`config.mk`:
```
export PLATFORM = sky130hd
export DESIGN_NAME = conv_top
export DESIGN_NICKNAME = d
export VERILOG_FILES = /design/src/conv_pkg.sv /design/src/conv_top.sv /design/src/out_fifo.sv /design/src/mac_acc.sv /design/src/conv_ctrl.sv /design/src/window_counter.sv /design/src/load_ctrl.sv /design/src/sample_ram.sv
export SDC_FILE = /design/constraint.sdc
export NUM_CORES = 2
export LEC_CHECK = 0
export BUFFER_PORTS_ARGS = -buffer_cell sky130_fd_sc_hd__buf_4
export CELL_PAD_IN_SITES_DETAIL_PLACEMENT = 0
export CELL_PAD_IN_SITES_GLOBAL_PLACEMENT = 1
export CORE_UTILIZATION = 50
export CTS_BUF_LIST = sky130_fd_sc_hd__clkbuf_4
export CTS_CLUSTER_SIZE = 20
export DETAILED_ROUTE_END_ITERATION = 16
export GPL_ROUTABILITY_DRIVEN = 1
export PLACE_DENSITY = 0.83
export RECOVER_POWER = 25
export SLEW_MARGIN = 20
export SYNTH_ARGS = -nofsm -noshare
export SYNTH_HDL_FRONTEND = slang
export SYNTH_SLANG_ARGS = --single-unit
```
`constraint.sdc`:
```
create_clock -name clk -period 11.8 [get_ports clk]
set_input_delay 1.77 -clock clk [delete_from_list [all_inputs] [get_ports clk]]
set_output_delay 1.77 -clock clk [all_outputs]
set_load 0.03 [all_outputs]
```
`src/conv_pkg.sv`:
```
//----------------------------------------
// conv package: geometry, widths, vector types
// and the convolution controller states
//----------------------------------------
package conv_pkg;

    localparam int IN_W       = 18;           // sample, weight and bias width
    localparam int ACC_W      = 41;           // 25 full-scale products plus bias
    localparam int IMG_R      = 8;
    localparam int IMG_C      = 8;
    localparam int MAX_K      = 5;
    localparam int FIFO_DEPTH = IMG_C - 1;    // 7 result slots
    localparam int MAC_LAT    = 2;            // drain cycles after last product

    typedef logic signed [IN_W-1:0]  data_t;
    typedef logic signed [ACC_W-1:0] acc_t;
    typedef logic [2:0]              k_t;
    typedef logic [3:0]              user_t;  // {k, new weights flag}
    typedef logic [5:0]              x_addr_t;
    typedef logic [4:0]              w_addr_t;
    typedef logic [2:0]              row_t;
    typedef logic [2:0]              col_t;
    typedef logic [2:0]              tap_t;
    typedef logic [2:0]              fifo_ptr_t;
    typedef logic [2:0]              fifo_cnt_t;

    typedef enum logic [2:0] {
        IDLE, SET_MAC, READ, COMPUTE, WAIT, WRITE, DONE
    } conv_state_t;

endpackage
```
`src/conv_top.sv`:
```
//----------------------------------------
// streaming 2-D convolution engine top
//----------------------------------------
module conv_top (
    input  logic            clk,
    input  logic            reset,
    input  conv_pkg::data_t i_in_data,
    input  logic            i_in_valid,
    input  conv_pkg::user_t i_in_user,
    output logic            o_in_ready,
    output conv_pkg::acc_t  o_out_data,
    output logic            o_out_valid,
    input  logic            i_out_ready
);
    import conv_pkg::*;

    logic    loaded, frame_done;
    k_t      k;
    data_t   bias, x_data, w_data;
    x_addr_t x_addr;
    w_addr_t w_addr;
    logic    win_start, tap_step, pos_step, last_tap, last_pos;
    logic    mac_init, mac_valid;
    acc_t    acc;
    logic    fifo_valid, fifo_ready;

    load_ctrl u_load (
        .clk(clk), .reset(reset),
        .i_data(i_in_data), .i_valid(i_in_valid), .i_user(i_in_user), .o_ready(o_in_ready),
        .i_frame_done(frame_done), .o_loaded(loaded), .o_k(k), .o_bias(bias),
        .i_x_addr(x_addr), .i_w_addr(w_addr), .o_x_data(x_data), .o_w_data(w_data)
    );

    window_counter u_win (
        .clk(clk), .reset(reset), .i_k(k),
        .i_win_start(win_start), .i_tap_step(tap_step), .i_pos_step(pos_step),
        .o_x_addr(x_addr), .o_w_addr(w_addr), .o_last_tap(last_tap), .o_last_pos(last_pos)
    );

    conv_ctrl u_ctrl (
        .clk(clk), .reset(reset), .i_loaded(loaded), .o_frame_done(frame_done),
        .o_win_start(win_start), .o_tap_step(tap_step), .o_pos_step(pos_step),
        .i_last_tap(last_tap), .i_last_pos(last_pos),
        .o_mac_init(mac_init), .o_mac_valid(mac_valid),
        .o_fifo_valid(fifo_valid), .i_fifo_ready(fifo_ready)
    );

    mac_acc u_mac (
        .clk(clk), .reset(reset), .i_x(x_data), .i_w(w_data), .i_bias(bias),
        .i_init(mac_init), .i_valid(mac_valid), .o_acc(acc)
    );

    out_fifo u_fifo (
        .clk(clk), .reset(reset),
        .i_data(acc), .i_valid(fifo_valid), .o_ready(fifo_ready),
        .o_data(o_out_data), .o_valid(o_out_valid), .i_ready(i_out_ready)
    );

endmodule

```
`src/out_fifo.sv`:
```
//----------------------------------------
// result FIFO, circular with look-ahead read
//----------------------------------------
module out_fifo (
    input  logic           clk,
    input  logic           reset,
    input  conv_pkg::acc_t i_data,
    input  logic           i_valid,
    output logic           o_ready,
    output conv_pkg::acc_t o_data,
    output logic           o_valid,
    input  logic           i_ready
);
    import conv_pkg::*;

    acc_t      mem [FIFO_DEPTH];
    fifo_ptr_t wr_ptr, rd_ptr, rd_next;
    fifo_cnt_t count;
    logic      full, wr_en, rd_en;

    assign full    = (count == fifo_cnt_t'(FIFO_DEPTH));
    assign o_valid = (count != '0);
    assign o_ready = !full || rd_en;      // full but draining still accepts
    assign wr_en   = i_valid && o_ready;
    assign rd_en   = o_valid && i_ready;

    // where the read pointer lands after this cycle
    always_comb begin
        rd_next = rd_ptr;
        if (rd_en) begin
            rd_next = (rd_ptr == fifo_ptr_t'(FIFO_DEPTH - 1)) ? '0 : rd_ptr + fifo_ptr_t'(1);
        end
    end

    always_ff @(posedge clk) begin
        if (wr_en) mem[wr_ptr] <= i_data;
        if (wr_en && wr_ptr == rd_next) o_data <= i_data;   // bypass to head
        else o_data <= mem[rd_next];
    end

    always_ff @(posedge clk) begin
        if (reset) begin
            wr_ptr <= '0;
            rd_ptr <= '0;
            count  <= '0;
        end else begin
            rd_ptr <= rd_next;
            if (wr_en) begin
                wr_ptr <= (wr_ptr == fifo_ptr_t'(FIFO_DEPTH - 1)) ? '0 : wr_ptr + fifo_ptr_t'(1);
            end
            if (wr_en && !rd_en) count <= count + fifo_cnt_t'(1);
            else if (!wr_en && rd_en) count <= count - fifo_cnt_t'(1);
        end
    end

    // a write never lands on the unread head entry
    a_no_overwrite: assert property (@(posedge clk) disable iff (reset)
        (wr_en && !rd_en && count != '0) |-> (wr_ptr != rd_ptr));

    // a read never passes the write pointer
    a_no_underrun: assert property (@(posedge clk) disable iff (reset)
        rd_en |-> (wr_ptr != rd_ptr || full));

endmodule

```
`src/mac_acc.sv`:
```
//----------------------------------------
// two-stage multiply-accumulate, bias preload
//----------------------------------------
module mac_acc (
    input  logic            clk,
    input  logic            reset,
    input  conv_pkg::data_t i_x,
    input  conv_pkg::data_t i_w,
    input  conv_pkg::data_t i_bias,
    input  logic            i_init,
    input  logic            i_valid,
    output conv_pkg::acc_t  o_acc
);
    import conv_pkg::*;

    logic signed [2*IN_W-1:0] prod_q;   // registered product
    logic                     valid_d;

    always_ff @(posedge clk) begin
        prod_q <= i_x * i_w;
    end

    always_ff @(posedge clk) begin
        if (reset) begin
            valid_d <= 1'b0;
            o_acc   <= '0;
        end else begin
            valid_d <= i_valid;
            if (i_init) o_acc <= acc_t'(i_bias);               // sign extended
            else if (valid_d) o_acc <= o_acc + acc_t'(prod_q);
        end
    end

endmodule

```
`src/conv_ctrl.sv`:
```
//----------------------------------------
// convolution sequencer: one window at a time
// through the MAC and into the result FIFO
//----------------------------------------
module conv_ctrl (
    input  logic clk,
    input  logic reset,
    input  logic i_loaded,
    output logic o_frame_done,
    output logic o_win_start,
    output logic o_tap_step,
    output logic o_pos_step,
    input  logic i_last_tap,
    input  logic i_last_pos,
    output logic o_mac_init,
    output logic o_mac_valid,
    output logic o_fifo_valid,
    input  logic i_fifo_ready
);
    import conv_pkg::*;

    conv_state_t state, state_next;
    logic [1:0]  wait_cnt;   // MAC drain count

    always_comb begin
        state_next   = state;
        o_frame_done = 1'b0;
        o_win_start  = 1'b0;
        o_tap_step   = 1'b0;
        o_pos_step   = 1'b0;
        o_mac_init   = 1'b0;
        o_mac_valid  = 1'b0;
        o_fifo_valid = 1'b0;
        case (state)
            IDLE:    if (i_loaded) state_next = SET_MAC;
            SET_MAC: begin
                o_win_start = 1'b1;
                o_mac_init  = 1'b1;      // bias into accumulator
                state_next  = READ;
            end
            READ: begin
                o_tap_step = 1'b1;       // tap 0 address is out, move to tap 1
                state_next = COMPUTE;
            end
            COMPUTE: begin
                o_mac_valid = 1'b1;
                o_tap_step  = !i_last_tap;
                if (i_last_tap) state_next = WAIT;
            end
            WAIT:    if (wait_cnt == 2'(MAC_LAT - 1)) state_next = WRITE;
            WRITE: begin
                o_fifo_valid = 1'b1;
                if (i_fifo_ready) begin
                    o_pos_step = 1'b1;
                    state_next = i_last_pos ? DONE : SET_MAC;
                end
            end
            DONE: begin
                o_frame_done = 1'b1;     // releases the loader
                state_next   = IDLE;
            end
            default: state_next = IDLE;
        endcase
    end

    always_ff @(posedge clk) begin
        if (reset) begin
            state    <= IDLE;
            wait_cnt <= '0;
        end else begin
            state    <= state_next;
            wait_cnt <= (state == WAIT) ? wait_cnt + 2'd1 : 2'd0;
        end
    end

    // a window never steps past its last tap
    a_tap_step_bound: assert property (@(posedge clk) disable iff (reset)
        o_tap_step |-> !i_last_tap);

endmodule

```
`src/window_counter.sv`:
```
//----------------------------------------
// output position and kernel tap counters,
// forms image and weight read addresses
//----------------------------------------
module window_counter (
    input  logic              clk,
    input  logic              reset,
    input  conv_pkg::k_t      i_k,
    input  logic              i_win_start,
    input  logic              i_tap_step,
    input  logic              i_pos_step,
    output conv_pkg::x_addr_t o_x_addr,
    output conv_pkg::w_addr_t o_w_addr,
    output logic              o_last_tap,
    output logic              o_last_pos
);
    import conv_pkg::*;

    row_t    r, last_r;
    col_t    c, last_c;
    tap_t    i, j;          // address tap, one ahead of the MAC
    w_addr_t tap_cnt;       // taps issued in this window

    assign last_r = row_t'(IMG_R - int'(i_k));
    assign last_c = col_t'(IMG_C - int'(i_k));

    assign o_x_addr   = x_addr_t'((r + i) * IMG_C + c + j);
    assign o_w_addr   = w_addr_t'(i) * w_addr_t'(i_k) + w_addr_t'(j);
    assign o_last_tap = (tap_cnt == w_addr_t'(i_k) * w_addr_t'(i_k));
    assign o_last_pos = (r == last_r) && (c == last_c);

    always_ff @(posedge clk) begin
        if (reset || i_win_start) begin
            i       <= '0;
            j       <= '0;
            tap_cnt <= '0;
        end else if (i_tap_step) begin
            tap_cnt <= tap_cnt + w_addr_t'(1);
            if (j == tap_t'(i_k - k_t'(1))) begin
                j <= '0;
                i <= (i == tap_t'(i_k - k_t'(1))) ? tap_t'(0) : i + tap_t'(1);
            end else begin
                j <= j + tap_t'(1);
            end
        end
    end

    always_ff @(posedge clk) begin
        if (reset) begin
            r <= '0;
            c <= '0;
        end else if (i_pos_step) begin
            if (c == last_c) begin
                c <= '0;
                r <= (r == last_r) ? row_t'(0) : r + row_t'(1);   // back to 0 for next frame
            end else begin
                c <= c + col_t'(1);
            end
        end
    end

endmodule

```
`src/load_ctrl.sv`:
```
//----------------------------------------
// input stream loader: weights, bias and image
// into RAM, then serves reads until frame done
//----------------------------------------
module load_ctrl (
    input  logic              clk,
    input  logic              reset,
    input  conv_pkg::data_t   i_data,
    input  logic              i_valid,
    input  conv_pkg::user_t   i_user,
    output logic              o_ready,
    input  logic              i_frame_done,
    output logic              o_loaded,
    output conv_pkg::k_t      o_k,
    output conv_pkg::data_t   o_bias,
    input  conv_pkg::x_addr_t i_x_addr,
    input  conv_pkg::w_addr_t i_w_addr,
    output conv_pkg::data_t   o_x_data,
    output conv_pkg::data_t   o_w_data
);
    import conv_pkg::*;

    typedef enum logic [2:0] {L_IDLE, L_LOAD_W, L_LOAD_B, L_LOAD_X, L_LOADED} load_state_t;

    load_state_t state, state_next;
    x_addr_t     wr_idx, wr_idx_next;   // shared write index
    k_t          k_reg, k_cur;
    w_addr_t     last_w;
    logic        hs, new_w;
    logic        w_wr_en, x_wr_en;
    w_addr_t     w_addr;
    x_addr_t     x_addr;

    assign hs       = i_valid && o_ready;
    assign new_w    = i_user[0];
    assign o_ready  = (state != L_LOADED);
    assign o_loaded = (state == L_LOADED);
    assign o_k      = k_reg;

    // k is taken from the user field on the first weight word
    assign k_cur  = (state == L_IDLE) ? i_user[3:1] : k_reg;
    assign last_w = w_addr_t'(k_cur) * w_addr_t'(k_cur) - w_addr_t'(1);

    assign w_wr_en = hs && ((state == L_IDLE && new_w) || state == L_LOAD_W);
    assign x_wr_en = hs && ((state == L_IDLE && !new_w) || state == L_LOAD_X);
    assign w_addr  = o_loaded ? i_w_addr : w_addr_t'(wr_idx);
    assign x_addr  = o_loaded ? i_x_addr : wr_idx;

    //----------------------------------------
    // next state
    //----------------------------------------
    always_comb begin
        state_next  = state;
        wr_idx_next = wr_idx;
        case (state)
            L_IDLE, L_LOAD_W: begin
                if (hs && state == L_IDLE && !new_w) begin
                    wr_idx_next = x_addr_t'(1);     // x[0] written now
                    state_next  = L_LOAD_X;
                end else if (hs && w_addr_t'(wr_idx) == last_w) begin
                    wr_idx_next = '0;
                    state_next  = L_LOAD_B;
                end else if (hs) begin
                    wr_idx_next = wr_idx + x_addr_t'(1);
                    state_next  = L_LOAD_W;
                end
            end
            L_LOAD_B: if (hs) state_next = L_LOAD_X;
            L_LOAD_X: begin
                if (hs) begin
                    wr_idx_next = wr_idx + x_addr_t'(1);   // wraps to 0 after 63
                    if (wr_idx == x_addr_t'(IMG_R * IMG_C - 1)) state_next = L_LOADED;
                end
            end
            L_LOADED: if (i_frame_done) state_next = L_IDLE;
            default:  state_next = L_IDLE;
        endcase
    end

    always_ff @(posedge clk) begin
        if (reset) begin
            state  <= L_IDLE;
            wr_idx <= '0;
            k_reg  <= '0;
        end else begin
            state  <= state_next;
            wr_idx <= wr_idx_next;
            if (hs && state == L_IDLE && new_w) k_reg <= i_user[3:1];
        end
    end

    always_ff @(posedge clk) begin
        if (hs && state == L_LOAD_B) o_bias <= i_data;   // held across reuse frames
    end

    sample_ram #(.DEPTH(MAX_K * MAX_K)) w_ram (
        .clk     (clk),
        .i_wr_en (w_wr_en),
        .i_addr  (w_addr),
        .i_data  (i_data),
        .o_data  (o_w_data)
    );

    sample_ram #(.DEPTH(IMG_R * IMG_C)) x_ram (
        .clk     (clk),
        .i_wr_en (x_wr_en),
        .i_addr  (x_addr),
        .i_data  (i_data),
        .o_data  (o_x_data)
    );

    // a new-weights frame must carry a usable kernel size
    a_k_range: assert property (@(posedge clk) disable iff (reset)
        (hs && state == L_IDLE && new_w) |=> (k_reg >= k_t'(1) && k_reg <= k_t'(MAX_K)));

endmodule

```
`src/sample_ram.sv`:
```
//----------------------------------------
// single-port sample RAM with registered read
//----------------------------------------
module sample_ram #(
    parameter int DEPTH = 64
) (
    input  logic                       clk,
    input  logic                       i_wr_en,
    input  logic [$clog2(DEPTH)-1:0]   i_addr,
    input  conv_pkg::data_t            i_data,
    output conv_pkg::data_t            o_data
);
    import conv_pkg::*;

    data_t mem [DEPTH];

    always_ff @(posedge clk) begin
        if (i_wr_en) mem[i_addr] <= i_data;
        o_data <= mem[i_addr];   // read before write
    end

endmodule

```
[Word-level counts from Yosys, hierarchy flattened]
Memory sizes are Yosys's and may differ from the RTL's. A register that Yosys moved wholly into a read port is not among the register bits.
Index checks and enable logic that the tools add are counted.
Word-level totals
  flip-flop bits (word level): 139
  memory bits (writable): 1889
  input port bits: 26
  output and inout port bits: 43
  word-level logic and storage cells: 156
  memories kept: 3
Operators by class
  $add $sub $neg: 19
  multiply operators: 4
  equal/unequal tests: 31
  multiplexer cells: 45
  bitwise operators: 1
  reduce and logical (&&, ||, !) cells: 36
Memory list
  u_load.x_ram.mem: depth 64, width 18, rd ports 1, clocked after Yosys merged registers in 1, wr ports 1, line sample_ram.sv:15  | data_t mem [DEPTH];
  u_load.w_ram.mem: depth 25, width 18, rd ports 1, clocked after Yosys merged registers in 1, wr ports 1, line sample_ram.sv:15
  u_fifo.mem: depth 7, width 41, rd ports 1, clocked after Yosys merged registers in 1, wr ports 1, line out_fifo.sv:16  | acc_t mem [FIFO_DEPTH];
Operators with widths (number)
  2-to-1 mux 41 bit: 2
  2-to-1 mux 3 bit: 22
  adder 41 x 36 -> 41 bit: 1
  multiplier 18 x 18 -> 36 bit: 1
  2-to-1 mux 6 bit: 4
  adder 3 x 1 -> 3 bit, second input constant: 7
  == test 3 bit, second input constant: 7
  one-hot mux 3 bit (6 select lines): 1
  logical AND 1 bit: 15
  multiplier 3 x 3 -> 5 bit: 3
  adder 6 x 3 -> 6 bit: 2
  == test 3 x 2 -> 1 bit, second input constant: 4
  == test 3 bit: 4
  2-to-1 mux 1 bit: 12
  one-hot mux 3 bit (4 select lines): 1
  one-hot mux 6 bit (2 select lines): 1
  == test 5 bit: 2
  inequality test 2 x 1 -> 1 bit, second input constant: 5
  adder 6 x 1 -> 6 bit, second input constant: 1
  == test 3 x 1 -> 1 bit, second input constant: 2
  == test 6 bit, second input constant: 1
  logical NOT 3 bit: 2
  inequality test 2 bit, second input constant: 3
  nonzero test 2 bit: 3
  other kinds (20): 30

[Depth between registers and ports, before layout]
  word-level depth: 9
  depth in mapped cells: 26
  gate-level depth less buffers: 24

[By module]
A second synthesis with hierarchy kept.
Unflattened totals
  cells, all modules: 6373
  area, all modules: 94196.6 um2
Modules (own cells, without submodules)
  sample_ram (u_load.x_ram): times used 1, cells an instance 2552, area each 44637.8 um2, sequential area each 34953.5 um2
  sample_ram (u_load.w_ram): times used 1, cells an instance 905, area each 17844.6 um2, sequential area each 13873.3 um2
  mac_acc: times used 1, cells an instance 1861, area each 16575.9 um2, sequential area each 1561.5 um2
  out_fifo: times used 1, cells an instance 680, area each 11646.2 um2, sequential area each 8858.5 um2
  load_ctrl: times used 1, cells an instance 176, area each 1626.6 um2, sequential area each 780.7 um2
  window_counter: times used 1, cells an instance 164, area each 1571.5 um2, sequential area each 340.3 um2
  conv_ctrl: times used 1, cells an instance 35, area each 294.0 um2, sequential area each 100.1 um2

[Worst setup path before layout]
Ideal clock, no wire load.
  kind: in2reg
  start point: input i_out_ready
  end point: memory u_fifo.mem[4][0] (netlist name), enable pin
  setup time: 0.557 ns
  data arrival time: 6.433 ns
  required time: 11.243 ns
  path slack: 4.811 ns
  cell stages on the path: 3
  buffers on the path: 0
  cells stage by stage: nand4b_1 nand3_1 nor4b_1
On the way
  longest elaborated chain between the ends: 5
RTL lines
  start: declaration: line conv_top.sv:13  | input logic i_out_ready
  logical AND 1 bit: line out_fifo.sv:25  | assign rd_en = o_valid && i_ready;
  logical OR 1 bit: line out_fifo.sv:23  | assign o_ready = !full || rd_en;
  logical AND 1 bit: line out_fifo.sv:24  | assign wr_en = i_valid && o_ready;
  2-to-1 mux 1 bit: line out_fifo.sv:36  | if (wr_en) mem[wr_ptr] <= i_data;
  2-to-1 mux 1 bit (implied by the code): line out_fifo.sv:36
  end: declaration: line out_fifo.sv:16
No other way between the ends.

[Final worst setup path]
  start point: register u_load.w_ram.o_data[9], read port of u_load.w_ram.mem
  end point: register u_mac.prod_q[33]
On the way
  longest elaborated chain between the ends: 1
RTL lines
  start: declaration: line sample_ram.sv:11  | output conv_pkg::data_t o_data
  multiplier 18 x 18 -> 36 bit: line mac_acc.sv:20  | prod_q <= i_x * i_w;
  end signal: assignment: line mac_acc.sv:20
  end: declaration: line mac_acc.sv:16  | logic signed [2*IN_W-1:0] prod_q;
No other way between the ends.
A chain may end at the register's enable or synchronous reset.

==> results.sh <==
export IMPL_status="complete, but fails checks"
export IMPL_failed_checks="capacitance limit, slew limit"
export IMPL_yosysUniqueCellTypes=81
export IMPL_synthMuxAreaShare_pct=6.385
export IMPL_place_congestion=0.9225
export IMPL_yosysSeqAreaShare_pct=65.03
export IMPL_grt_usage_pct=26.73
export IMPL_min_delay_path_depth=1
export IMPL_synthSimpleGateAreaFrac_pct=6.512
export IMPL_synth_warnings=0
export IMPL_syn2layout_area_growth_pct=11.00
export IMPL_cts_repair_resized=0
export IMPL_final_cells=9551
export IMPL_slew_viol_final=776
export IMPL_core_area_sq_um=183900
export IMPL_clk_pin_slew_worst_paths_ps=60
export IMPL_drtPass1Iterations=7
export IMPL_fmax_mhz=148.4
export IMPL_rows=157
export IMPL_hold_path_endpoint="u_ctrl.wait_cnt[0]"
export IMPL_max_clock_path_buffers=4
export IMPL_antenna_found_initial=18
export IMPL_timing_rr_end="u_mac.prod_q[33]"
export IMPL_syn_nets=6816
export IMPL_fin_nets=7267
export IMPL_clock_latency_ps=1450
export IMPL_die_w_microns=433.2
export IMPL_synth_ff_type="edfxtp_1"
export IMPL_fin_crit_sh_pct=57.12
export IMPL_drc=0
export IMPL_first_global_vias=57702
export IMPL_worstSetupPathType="register to register"
export IMPL_initial_utilization_pct=50.57
export IMPL_vias=57539
export IMPL_die_y_microns=433.2
export IMPL_setup_viol_count_final=0
export IMPL_tightest_slew_ps=4887
export IMPL_async_flop_share_pct=0
export IMPL_netlist_area_sq_um=92980
export IMPL_wl_per_cell_microns=26.27
export IMPL_grt_ovfl_total=0
export IMPL_grt_max_degree=112
export IMPL_tritoncts="built"
export IMPL_synthAdderAreaFrac_pct=9.387
export IMPL_ys_ff_latch=2067
export IMPL_min_from="u_ctrl.wait_cnt[0]"
export IMPL_syn_area_per_cell_sq_um=14.77
export IMPL_ioPinCount=69
export IMPL_cts_made_buffers=537
export IMPL_rr_worst_depth=20
export IMPL_io_buffers=68
export IMPL_ant_nets=0
export IMPL_cts_hold_buf=0
export IMPL_cts_root_buf="clkbuf_4"
export IMPL_syn_instance_count=6294
export IMPL_synth_top_family_by_area="adder cells"
export IMPL_end_kind="register"
export IMPL_grt_pass1_wl_microns=369000
export IMPL_drive_above_1_share_pct=19.51
export IMPL_postCtsSetupRepairBufs=0
export IMPL_hold_path_class="register to register"
export IMPL_rsz0062_at_grt="false"
export IMPL_drt_iter0_drc=7371
export IMPL_relSlewSlack_pct=-225.8
export IMPL_r2r_start="u_load.w_ram.o_data[9]"
export IMPL_synth_edff_count=1907
export IMPL_crit_path_max_fanout=18
export IMPL_synth_compound_area_share_pct=8.311
export IMPL_start_kind="register"
export IMPL_worstPathArrival_ps=7880
export IMPL_finalHoldViolCount=0
export IMPL_clock_sinks=2067
export IMPL_post_route_min_period_ps=6740
export IMPL_dp_final_hpwl_microns=151000
export IMPL_fin_tns_setup_ps=0
export IMPL_drv_cap=15
export IMPL_fin_skew_ps=160.8
export IMPL_ctsHtreeMaxLevel=6
export IMPL_fp_dieArea_sq_um=187700
export IMPL_reg2reg_slack_ps=5060
export IMPL_crit_required_ps=12940
export IMPL_synth_xor_area_share_pct=1.017
export IMPL_vias_per_cell=6.024
export IMPL_numPlacedInstances=8669
export IMPL_wirelength_microns=250900
==> kinds of logic after synthesis <==
logic type                 Yosys count
DFF                               2067
xor gates and xnor gates           108
adders and majority gates          496
muxes                              345
and+or+nand+nor                   1350
buffers and inverters              754
AOI/OAI and AO/OA                 1174
==> layer usage <==
| metal | up-vias | routed length [microns] | GRT usage, % |
|---|---|---|---|
| li1 | 24638 | - | - |
| met2 | 3629 | 115500 | 41.32 |
| met4 | 16 | 11000 | 12.34 |
| met3 | 608 | 28960 | 7.041 |
| met5 | - | 98 | 0 |
| met1 | 28648 | 95360 | 35.47 |
==> worst max-delay path: stages, from the launching register on <==
cell	delay [ps]
dfxtp_1	900
nand2_1	190
fa_1	580
inv_1	50
fa_1	510
fa_1	590
fa_1	430
fa_1	490
inv_1	50
fa_1	470
inv_1	40
ha_1	350
and4_1	270
and2_1	180
a22oi_1	180
nand2_1	120
o31ai_1	300
nand3_1	210
a211oi_1	360
a21oi_1	130
xor2_1	150
==> area by class of cell <==
class	count	area (sq um)
Multi-Input combinational cell	3473	29810
Clock inverter	88	598.1
Inverter	429	1610
Antenna cell	12	30.03
Fill cell	14498	80660
Tap cell	2464	3083
Sequential cell	2067	60480
Timing Repair Buffer	237	1735
Clock buffer	781	5863
==> through the flow <==
stage	hold slack, ps	utilization, %	setup slack [ps]	cell area, sq um
2_1_floorplan	405.2	-	4811	92980
3_3_place_gp	414.8	52.60	5205	96710
3_5_place_dp	433.6	52.63	5128	96770
4_1_cts	439.8	56.14	5097	103200
5_1_grt	481.6	56.13	4705	103200
6_report	431.6	56.13	5060	103200
==> worst max path at each step <==
stage                                 startpoint                to  cells past startpoint
after floorplan                      i_out_ready  u_fifo.mem[4][0]                      3
after global placement    u_load.w_ram.o_data[3]  u_mac.prod_q[33]                     20
after detailed placement  u_load.w_ram.o_data[9]  u_mac.prod_q[33]                     20
after CTS                 u_load.w_ram.o_data[3]  u_mac.prod_q[33]                     20
after global routing      u_load.w_ram.o_data[3]  u_mac.prod_q[33]                     20
final                     u_load.w_ram.o_data[9]  u_mac.prod_q[33]                     20
==> synth_stat cells (10+ instances only) <==
cell      instances  area share (%)
a311oi_1         12            0.11
ha_1            160             2.2
nand2b_1         20            0.13
nand2_1         701             2.8
and2_1          179             1.2
inv_1           429             1.7
a21o_1           36            0.29
nand3_1          48            0.26
fa_1            336             7.2
a31oi_1          36            0.24
o22ai_1          45            0.30
dfxtp_1         160             3.4
nor2_1          249             1.0
nor3_1           33            0.18
buf_1            40            0.16
o21a_1           16            0.13
or3_1            15            0.10
a22oi_1         170             1.4
o221ai_1         10           0.094
nand4_1          26            0.17
o211ai_1         26            0.21
nand3b_1         11           0.089
and3_1           16            0.11
a22o_1           30            0.28
clkbuf_1        143            0.58
buf_4            19            0.15
a21oi_1         350             1.9
a211oi_1         91            0.73
a221oi_1         88            0.83
o21ai_0         168            0.90
buf_2           114            0.61
xor2_1           41            0.39
mux4_2          186             4.5
mux2_2           57            0.69
mux2i_1          94             1.0
edfxtp_1       1907              62
xnor2_1          67            0.63
nor2b_1          11           0.074
==> layout by cell type, fill, tap and decap left out, drive strengths merged, types with 15 or more instances in the layout <==
master,count
edfxtp,1907
clkbuf,806
nand2,701
inv,444
a21oi,350
fa,336
nor2,251
buf,212
mux4,188
and2,179
o21ai,172
a22oi,170
ha,160
dfxtp,160
mux2i,97
a211oi,91
a221oi,91
xnor2,67
mux2,60
clkinv,60
nand3,48
o22ai,45
xor2,41
nor3,40
a21o,36
a31oi,36
a22o,30
nand4,26
o211ai,26
nand2b,20
o21a,16
and3,16
or3,15
==> sequential cells by signal (all words and copies together), names as in the netlist, 5 cells and up, named ones only <==
| register | count |
|---|---|
| u_load.x_ram.mem | 1152 |
| u_load.w_ram.mem | 450 |
| u_fifo.mem | 287 |
| u_mac.o_acc | 41 |
| u_mac.prod_q | 36 |
| u_load.o_bias | 18 |
| u_load.w_ram.o_data | 18 |
| u_load.x_ram.o_data | 18 |
| u_load.wr_idx | 6 |
| u_win.tap_cnt | 5 |
Power is left out: the tool's default activity adds up to more than one toggle a clock period on the data nets, which glitch-free logic cannot reach.
